===== config.mk =====
export PLATFORM = sky130hd
export DESIGN_NAME = fetch_top
export DESIGN_NICKNAME = d
export VERILOG_FILES = /design/src/hw/fetch_pkg.sv /design/src/hw/core_bus_if.sv /design/src/hw/fetch_top.sv /design/src/hw/fetch.sv /design/src/hw/l0_fifo.sv
export SDC_FILE = /design/constraint.sdc
export NUM_CORES = 1
export LEC_CHECK = 0
export BUFFER_PORTS_ARGS = -buffer_cell sky130_fd_sc_hd__buf_2
export CAP_MARGIN = 20
export CORE_ASPECT_RATIO = 0.9
export CORE_UTILIZATION = 30
export CTS_BUF_LIST = sky130_fd_sc_hd__clkbuf_8
export DETAILED_ROUTE_END_ITERATION = 6
export GPL_TIMING_DRIVEN = 0
export PLACE_DENSITY = 0.52
export SETUP_SLACK_MARGIN = 0.05
export SYNTH_ARGS = -nofsm -noshare
export SYNTH_HDL_FRONTEND = slang
export SYNTH_SLANG_ARGS = --single-unit

===== constraint.sdc =====
create_clock -name clk -period 6 [get_ports clk]
set_input_delay 1.5 -clock clk [delete_from_list [all_inputs] [get_ports clk]]
set_output_delay 1.5 -clock clk [all_outputs]
set_load 0.1 [all_outputs]

===== src/hw/fetch_pkg.sv =====
// Shared types, encodings and sizing constants for the instruction fetch stage; referenced by scoped names
package fetch_pkg;

  // Local instruction buffer depth
  localparam int L0_SLOTS   = 2;
  // Read requests allowed in flight on the core bus
  localparam int MAX_OT_TXN = 4;
  // Pointer width for the buffer slots
  localparam int L0_PTR_W   = (L0_SLOTS > 1) ? $clog2(L0_SLOTS) : 1;

  // Program counter, also used as the bus address
  typedef logic [31:0] pc_t;

  // Raw instruction word as returned by memory
  typedef logic [31:0] instr_raw_t;

  // Occupancy needs one extra bit to hold the full value
  typedef logic [$clog2(L0_SLOTS):0] occ_t;

  // Outstanding count, same reasoning as occupancy
  typedef logic [$clog2(MAX_OT_TXN):0] ot_cnt_t;

  // Buffer slot index
  typedef logic [L0_PTR_W-1:0] l0_ptr_t;

  // Core bus read response
  typedef enum logic {
    CB_OKAY  = 1'b0,
    CB_ERROR = 1'b1
  } cb_resp_e;

  // Core bus transfer size
  typedef enum logic [1:0] {
    CB_BYTE = 2'd0,
    CB_HALF = 2'd1,
    CB_WORD = 2'd2
  } cb_size_e;

  // Fetch control FSM
  //   IDLE        waits for the first start or redirect
  //   FETCH_CLEAR one cycle after a trigger, replies are dropped
  //   FETCH_RUN   normal streaming
  typedef enum logic [1:0] {
    IDLE        = 2'd0,
    FETCH_CLEAR = 2'd1,
    FETCH_RUN   = 2'd2
  } fetch_state_e;

  // Trap report towards the CSR logic
  typedef struct packed {
    logic active;
    pc_t  mtval;
  } trap_info_t;

endpackage

===== src/hw/core_bus_if.sv =====
// Read channel of the core bus, used between the fetch stage and the top level ports
`timescale 1ns/100ps

interface core_bus_if (
  input logic clk
);

  // Address phase
  logic                rd_addr_valid;
  fetch_pkg::pc_t      rd_addr;
  fetch_pkg::cb_size_e rd_size;
  logic                rd_addr_ready;

  // Data phase, replies come back in request order
  logic                  rd_valid;
  fetch_pkg::instr_raw_t rd_data;
  fetch_pkg::cb_resp_e   rd_resp;
  logic                  rd_ready;

  modport master (
    input  clk,
    output rd_addr_valid, rd_addr, rd_size, rd_ready,
    input  rd_addr_ready, rd_valid, rd_data, rd_resp
  );

  modport slave (
    input  clk,
    input  rd_addr_valid, rd_addr, rd_size, rd_ready,
    output rd_addr_ready, rd_valid, rd_data, rd_resp
  );

endinterface


===== src/hw/fetch_top.sv =====
// Top level of the fetch stage, exposing the core bus read channel as plain ports
`timescale 1ns/100ps

module fetch_top (
  input  logic                  clk,
  input  logic                  arst_n_i,
  input  logic                  fetch_start_i,
  input  fetch_pkg::pc_t        fetch_start_addr_i,
  input  logic                  fetch_req_i,
  input  fetch_pkg::pc_t        fetch_addr_i,
  // Core bus, address phase
  output logic                  rd_addr_valid_o,
  output fetch_pkg::pc_t        rd_addr_o,
  output fetch_pkg::cb_size_e   rd_size_o,
  input  logic                  rd_addr_ready_i,
  // Core bus, data phase
  input  logic                  rd_valid_i,
  input  fetch_pkg::instr_raw_t rd_data_i,
  input  fetch_pkg::cb_resp_e   rd_resp_i,
  output logic                  rd_ready_o,
  // Decode stage
  output logic                  fetch_valid_o,
  output fetch_pkg::instr_raw_t fetch_instr_o,
  input  logic                  fetch_ready_i,
  // Faults and traps
  output logic                  instr_access_fault_o,
  output fetch_pkg::trap_info_t trap_info_o
);

  core_bus_if u_cb (.clk(clk));

  // Slave side of the bus mapped onto the top ports
  assign rd_addr_valid_o = u_cb.rd_addr_valid;
  assign rd_addr_o       = u_cb.rd_addr;
  assign rd_size_o       = u_cb.rd_size;
  assign rd_ready_o      = u_cb.rd_ready;
  assign u_cb.rd_addr_ready = rd_addr_ready_i;
  assign u_cb.rd_valid      = rd_valid_i;
  assign u_cb.rd_data       = rd_data_i;
  assign u_cb.rd_resp       = rd_resp_i;

  fetch u_fetch (
    .clk                  (clk),
    .arst_n_i             (arst_n_i),
    .cb                   (u_cb.master),
    .fetch_start_i        (fetch_start_i),
    .fetch_start_addr_i   (fetch_start_addr_i),
    .fetch_req_i          (fetch_req_i),
    .fetch_addr_i         (fetch_addr_i),
    .fetch_valid_o        (fetch_valid_o),
    .fetch_instr_o        (fetch_instr_o),
    .fetch_ready_i        (fetch_ready_i),
    .instr_access_fault_o (instr_access_fault_o),
    .trap_info_o          (trap_info_o)
  );

endmodule


===== src/hw/fetch.sv =====
// Instruction fetch stage: PC control, bus request issue, stale reply discard and fault reporting
`timescale 1ns/100ps

module fetch (
  input  logic                  clk,
  input  logic                  arst_n_i,
  core_bus_if.master            cb,
  input  logic                  fetch_start_i,
  input  fetch_pkg::pc_t        fetch_start_addr_i,
  input  logic                  fetch_req_i,
  input  fetch_pkg::pc_t        fetch_addr_i,
  output logic                  fetch_valid_o,
  output fetch_pkg::instr_raw_t fetch_instr_o,
  input  logic                  fetch_ready_i,
  output logic                  instr_access_fault_o,
  output fetch_pkg::trap_info_t trap_info_o
);

  fetch_pkg::fetch_state_e state_q, state_d;
  fetch_pkg::pc_t          pc_q, pc_d;
  fetch_pkg::ot_cnt_t      ot_q, ot_d;
  fetch_pkg::occ_t         buf_ocup;

  logic start_q;
  logic req_q;
  logic stale_q, stale_d;
  logic start_rise;
  logic req_rise;
  logic trig;
  logic buf_full;
  logic req_sent;
  logic resp_recv;
  logic resp_live;
  logic buf_write;
  logic buf_read;

  // Edge detection on start and redirect
  assign start_rise = fetch_start_i && !start_q;
  assign req_rise   = fetch_req_i && !req_q;
  assign trig       = start_rise || req_rise;

  assign buf_full = (buf_ocup == fetch_pkg::occ_t'(fetch_pkg::L0_SLOTS));

  // Address phase, PC is kept word aligned so it goes out as is
  assign cb.rd_addr_valid = (state_q != fetch_pkg::IDLE) && !trig && !stale_q && !buf_full &&
                            (ot_q < fetch_pkg::ot_cnt_t'(fetch_pkg::MAX_OT_TXN));
  assign cb.rd_addr       = pc_q;
  assign cb.rd_size       = fetch_pkg::CB_WORD;
  assign cb.rd_ready      = !buf_full;

  assign req_sent  = cb.rd_addr_valid && cb.rd_addr_ready;
  assign resp_recv = cb.rd_valid && cb.rd_ready;

  // Replies that belong to the current stream
  assign resp_live = resp_recv && !stale_q && !trig && (state_q == fetch_pkg::FETCH_RUN);

  assign buf_write            = resp_live && (cb.rd_resp == fetch_pkg::CB_OKAY);
  assign instr_access_fault_o = resp_live && (cb.rd_resp == fetch_pkg::CB_ERROR);

  // Decode side
  assign fetch_valid_o = (buf_ocup != '0) && !trig;
  assign buf_read      = fetch_valid_o && fetch_ready_i;

  // Misaligned redirect target
  always_comb begin
    trap_info_o        = '0;
    trap_info_o.active = fetch_req_i && (fetch_addr_i[1:0] != 2'b00);
    if (trap_info_o.active) begin
      trap_info_o.mtval = fetch_addr_i;
    end
  end

  always_comb begin
    pc_d = pc_q;
    if (trig) begin
      // Start has priority when both rise together
      pc_d = start_rise ? {fetch_start_addr_i[31:2], 2'b00} : {fetch_addr_i[31:2], 2'b00};
    end else if (req_sent) begin
      pc_d = pc_q + 32'd4;
    end
  end

  // Every reply decrements, stale ones included
  assign ot_d = ot_q + fetch_pkg::ot_cnt_t'(req_sent) - fetch_pkg::ot_cnt_t'(resp_recv);

  // Discard mode holds until everything issued before the trigger is back
  always_comb begin
    if (trig) begin
      stale_d = (ot_d != '0);
    end else if (state_q == fetch_pkg::IDLE) begin
      stale_d = stale_q;
    end else begin
      stale_d = stale_q && (ot_d != '0);
    end
  end

  always_comb begin
    state_d = state_q;
    unique case (state_q)
      fetch_pkg::IDLE: begin
        if (trig) begin
          state_d = fetch_pkg::FETCH_CLEAR;
        end
      end
      fetch_pkg::FETCH_CLEAR: begin
        state_d = trig ? fetch_pkg::FETCH_CLEAR : fetch_pkg::FETCH_RUN;
      end
      fetch_pkg::FETCH_RUN: begin
        if (trig) begin
          state_d = fetch_pkg::FETCH_CLEAR;
        end
      end
      default: state_d = fetch_pkg::IDLE;
    endcase
  end

  always_ff @(posedge clk or negedge arst_n_i) begin
    if (!arst_n_i) begin
      state_q <= fetch_pkg::IDLE;
      pc_q    <= '0;
      ot_q    <= '0;
      stale_q <= 1'b1;
      start_q <= 1'b0;
      req_q   <= 1'b0;
    end else begin
      state_q <= state_d;
      pc_q    <= pc_d;
      ot_q    <= ot_d;
      stale_q <= stale_d;
      start_q <= fetch_start_i;
      req_q   <= fetch_req_i;
    end
  end

  l0_fifo u_l0_fifo (
    .clk      (clk),
    .arst_n_i (arst_n_i),
    .clear_i  (trig),
    .write_i  (buf_write),
    .read_i   (buf_read),
    .data_i   (cb.rd_data),
    .data_o   (fetch_instr_o),
    .ocup_o   (buf_ocup)
  );

  // The slave may hold ready high, so the limit depends on the issue gating over time
  a_ot_limit: assert property (@(posedge clk) disable iff (!arst_n_i)
    ot_q <= fetch_pkg::ot_cnt_t'(fetch_pkg::MAX_OT_TXN))
    else $error("Outstanding read count above limit");

  // Alignment relies on every PC load path dropping the low bits
  a_addr_aligned: assert property (@(posedge clk) disable iff (!arst_n_i)
    cb.rd_addr_valid |-> (cb.rd_addr[1:0] == 2'b00))
    else $error("Unaligned fetch address on core bus");

endmodule


===== src/hw/l0_fifo.sv =====
// Small circular instruction buffer between the core bus replies and the decode stage
`timescale 1ns/100ps

module l0_fifo (
  input  logic                  clk,
  input  logic                  arst_n_i,
  input  logic                  clear_i,
  input  logic                  write_i,
  input  logic                  read_i,
  input  fetch_pkg::instr_raw_t data_i,
  output fetch_pkg::instr_raw_t data_o,
  output fetch_pkg::occ_t       ocup_o
);

  fetch_pkg::instr_raw_t mem [fetch_pkg::L0_SLOTS];
  fetch_pkg::l0_ptr_t    wr_ptr_q;
  fetch_pkg::l0_ptr_t    rd_ptr_q;
  fetch_pkg::occ_t       ocup_q;
  logic                  full;
  logic                  empty;

  assign full   = (ocup_q == fetch_pkg::occ_t'(fetch_pkg::L0_SLOTS));
  assign empty  = (ocup_q == '0);
  assign data_o = mem[rd_ptr_q];
  assign ocup_o = ocup_q;

  // Pointer increment with wrap, also correct for depths that are not a power of two
  function automatic fetch_pkg::l0_ptr_t ptr_inc(input fetch_pkg::l0_ptr_t ptr);
    if (ptr == fetch_pkg::l0_ptr_t'(fetch_pkg::L0_SLOTS - 1)) begin
      return '0;
    end
    return ptr + 1'b1;
  endfunction

  always_ff @(posedge clk or negedge arst_n_i) begin
    if (!arst_n_i) begin
      wr_ptr_q <= '0;
      rd_ptr_q <= '0;
      ocup_q   <= '0;
    end else if (clear_i) begin
      // Clear wins over any write or read in the same cycle
      wr_ptr_q <= '0;
      rd_ptr_q <= '0;
      ocup_q   <= '0;
    end else begin
      if (write_i) begin
        wr_ptr_q <= ptr_inc(wr_ptr_q);
      end
      if (read_i) begin
        rd_ptr_q <= ptr_inc(rd_ptr_q);
      end
      ocup_q <= ocup_q + fetch_pkg::occ_t'(write_i) - fetch_pkg::occ_t'(read_i);
    end
  end

  // Slot storage
  always_ff @(posedge clk) begin
    if (write_i && !clear_i) begin
      mem[wr_ptr_q] <= data_i;
    end
  end

  a_no_write_full: assert property (@(posedge clk) disable iff (!arst_n_i)
    !(write_i && !clear_i && full))
    else $error("L0 buffer written while full");

  a_no_read_empty: assert property (@(posedge clk) disable iff (!arst_n_i)
    !(read_i && empty))
    else $error("L0 buffer read while empty");

endmodule


==> results.toml <==
[outcome]
status = "completed"

[timing]
rsz0062_at_grt = "no"
tns_ns = 0
whs_ns = 0.512
maxSlewViolCount = 0
post-route-period-util = 0.824
period_minus_slack_ns = 4.95
fmaxAchievable_mhz = 202
finalClockSkew_ns = 0.0223
slew_headroom = 0.392
tightest_slew_ns = 0.904
setup_viol = 0
hold_violations = 0

[min_path]
holdPathEnd = "u_fetch.state_q[0]$_DFFE_PN0P_"
min_path_type = "reg -> reg"
holdPathStages = 1
hold_start = "u_fetch.state_q[1]$_DFFE_PN0P_"

[detailed_routing]
drt_wl_total_microns = 16300
drc = 0
num_vias = 4583
firstDrtPassIters = 5
drtIter0Drc = 262
via_per_inst = 5.00
wl_per_cell_microns = 17.8
ant_nets = 0

[clocking]
htree_levels = 3
cts_resized = 0
clockBufferDepth = 2
cts_tree = "built"
post_cts_buffers = 0
clk-insertion-delay-late_ns = 0.40
cts_buffers = 9
clockRootBuffer = "clkbuf_8"
cts.reportedPaths.clkPinSlew_ns = 0.13
clock_sinks = 106
cts_hold_buf = 0

[setup_path]
critPathKind = "in -> out"
start_kind = "input port"
crit_fanout = 10
worst-path-buf-inv = 4
crit_path_end_kind = "output pin"
critical-path-max-stage-delay_ns = 0.47
required_ns = 4.50
worst_r2r_endpoint = "u_fetch.stale_q$_DFFE_PN1P_"
critPathArrivalTime_ns = 3.45
path_cells = "buf_2 > nand2b_1 > clkbuf_1 > nand2_1 > clkbuf_1 > nor2_1 > nor4b_2 > buf_2"
critical_path.top_delay_family = "buffers and inverters"
reg2reg_slack_ns = 2.52
cp_slowest_cell = "buf_2"
rr_worst_depth = 12
r2r-start = "u_fetch.start_q$_DFF_PN0_"

[floorplanning]
die-area_sq_um = 18000
rows = 45
start_util = 0.309
die_h_microns = 127
die_x_microns = 141
coreArea_sq_um = 16900
io-pin-count = 207

[placement]
hpwl_microns = 12100
place_area_sq_um = 6590
gp_congestion = 0.814
port_buffers = 200

[grt]
grt_pass1_vias = 4439
globalRouteMet2Util = 0.296
gr-max-usage-layer = "met2"
grt_pass1_wl_microns = 25000
antenna_found_initial = 0
grt_use_met1 = 0.240
track_usage = 0.185
met3_usage = 0.0551
globalRouteOverflowTotal = 0
grt_max_degree = 43

[pwr]
ir_drop_v = 0.000207
power_leakage_nw = 2.79
power-per-cell-area_nw_per_um2 = 303
totalPowerFinal_mw = 2.06

[logic_synthesis]
async_reset_ff_frac = 0.396
synth.distinct_cells = 59
synth_ff_type = "edfxtp_1"
netlist_instances = 461
seq_area_frac_synth = 0.568
synth_edf_count = 64
netlist_area_sq_um = 5240
synth-seq-cells = 106
ys_warn_count = 0
avgSynthCellArea_sq_um = 11.4

[final_layout]
layout_commonest_cell = "buf_2"
drive_gt1_frac = 0.396
syn_to_final_growth_pct = 30.0
num-nets-final = 787
final_cell_mix = "buf_2, edfxtp_1, dfrtp_1"
n_antenna_cell = 0
finalInstanceArea_sq_um = 6810

[run]
drv_cap = 0
-- cell usage after synthesis (2+ instances only) --
master     instances  area share
o31ai_1            2      0.0029
edfxtp_1          64        0.37
buf_2              2      0.0019
mux2_2            32       0.069
nand4_1           14       0.017
nor2b_1            3      0.0036
xor2_1             4      0.0067
inv_1             10      0.0072
or4_1              3      0.0043
nand3_1           11       0.011
buf_1              2      0.0014
a222oi_1           4      0.0076
o21a_1             2      0.0029
buf_4              4      0.0057
o211ai_1           2      0.0029
nor4_1             8      0.0096
o21ai_0           24       0.023
and2_1            37       0.044
a211oi_1           5      0.0072
nor2_1            31       0.022
a41oi_1            2      0.0033
nor4_2             2      0.0048
xnor2_1            7       0.012
o22ai_1            5      0.0060
a21o_1             2      0.0029
a2bb2oi_1          6       0.010
clkbuf_1          20       0.014
a311oi_1           2      0.0033
and3_1             2      0.0024
a31oi_1            3      0.0036
nor3_1            12       0.011
nand2_1           30       0.021
a31o_2             3      0.0050
a22oi_1            7       0.010
dfrtp_1           41        0.20
ha_1               5       0.012
a21oi_1           23       0.022
conb_1             2      0.0014
nand2b_1           3      0.0036
-- cells by family after synthesis --
group / count (synthesis) / share of synthesized area
xor gates and xnor gates: 11 / 0.0184
other: 2 / 0.00143
adders and majority gates: 6 / 0.0158
AOI/OAI and AO/OA: 100 / 0.126
muxes: 33 / 0.0707
DFF: 106 / 0.568
and+or+nand+nor: 163 / 0.166
buffers and inverters: 40 / 0.0337
-- power by group --
part           internal [mW]  switching, mW  total (mW)
logic                  0.156          0.568       0.724
clock network          0.167          0.290       0.457
registers              0.824         0.0577       0.882
total                   1.15          0.916        2.06
-- flip-flops by register name, indices dropped and copies added, names as in the netlist --
register                    flops
u_fetch.cb.rd_addr             30
u_fetch.ot_q                    3
u_fetch.req_q                   1
u_fetch.stale_q                 1
u_fetch.start_q                 1
u_fetch.state_q                 2
u_fetch.u_l0_fifo.mem          64
u_fetch.u_l0_fifo.ocup_o        2
u_fetch.u_l0_fifo.rd_ptr_q      1
u_fetch.u_l0_fifo.wr_ptr_q      1
-- final cells by class --
cell class	count	area, sq um
Buffer	30	139
Clock buffer	9	124
Clock inverter	7	77.6
Fill cell	1716	10100
Inverter	10	37.5
Multi-Input combinational cell	317	2110
Sequential cell	106	2970
Tap cell	235	294
Timing Repair Buffer	203	1050
-- worst reg2reg max path: cells and delay by family, from the launching register on --
kind / cells / cell delay [ns]
AND/OR/NAND/NOR: 4 / 0.51
adder cells (fa/ha/maj): 2 / 0.59
AO/OA/AOI/OAI: 1 / 0.38
XOR/XNOR: 2 / 0.30
flip-flops: 1 / 0.41
buffers and inverters: 3 / 1.20
-- worst max path at each step --
stage | cells after the start | end | startpoint | slack, ns
floorplan | 6 | rd_addr_valid_o | fetch_start_i | 0.63
global placement | 8 | u_fetch.u_l0_fifo.mem[0][26]$_DFFE_PP_ | fetch_start_i | 0.21
finish | 8 | rd_addr_valid_o | fetch_start_i | 1.05
global route | 8 | rd_addr_valid_o | fetch_start_i | 0.85
detailed placement | 8 | rd_addr_valid_o | fetch_start_i | 1.03
CTS | 8 | rd_addr_valid_o | fetch_start_i | 1.03
-- stage by stage --
stage	setup slack, ns	std cells	utilization
after CTS	1.03	916	0.401
after detailed placement	1.03	900	0.389
after global routing	0.854	917	0.402
final	1.05	917	0.402
after floorplan	0.625	463	-
after global placement	0.208	898	0.386
-- metal layers --
layer / vias to the layer above / share of wire / wire [microns]
li1: 2142 / - / -
met2: 230 / 0.47 / 7610
met3: 20 / 0.079 / 1290
met1: 2191 / 0.44 / 7190
met4: 0 / 0.013 / 204
met5: - / 0 / 0
No activity file was read; power rests on OpenSTA's default activity.
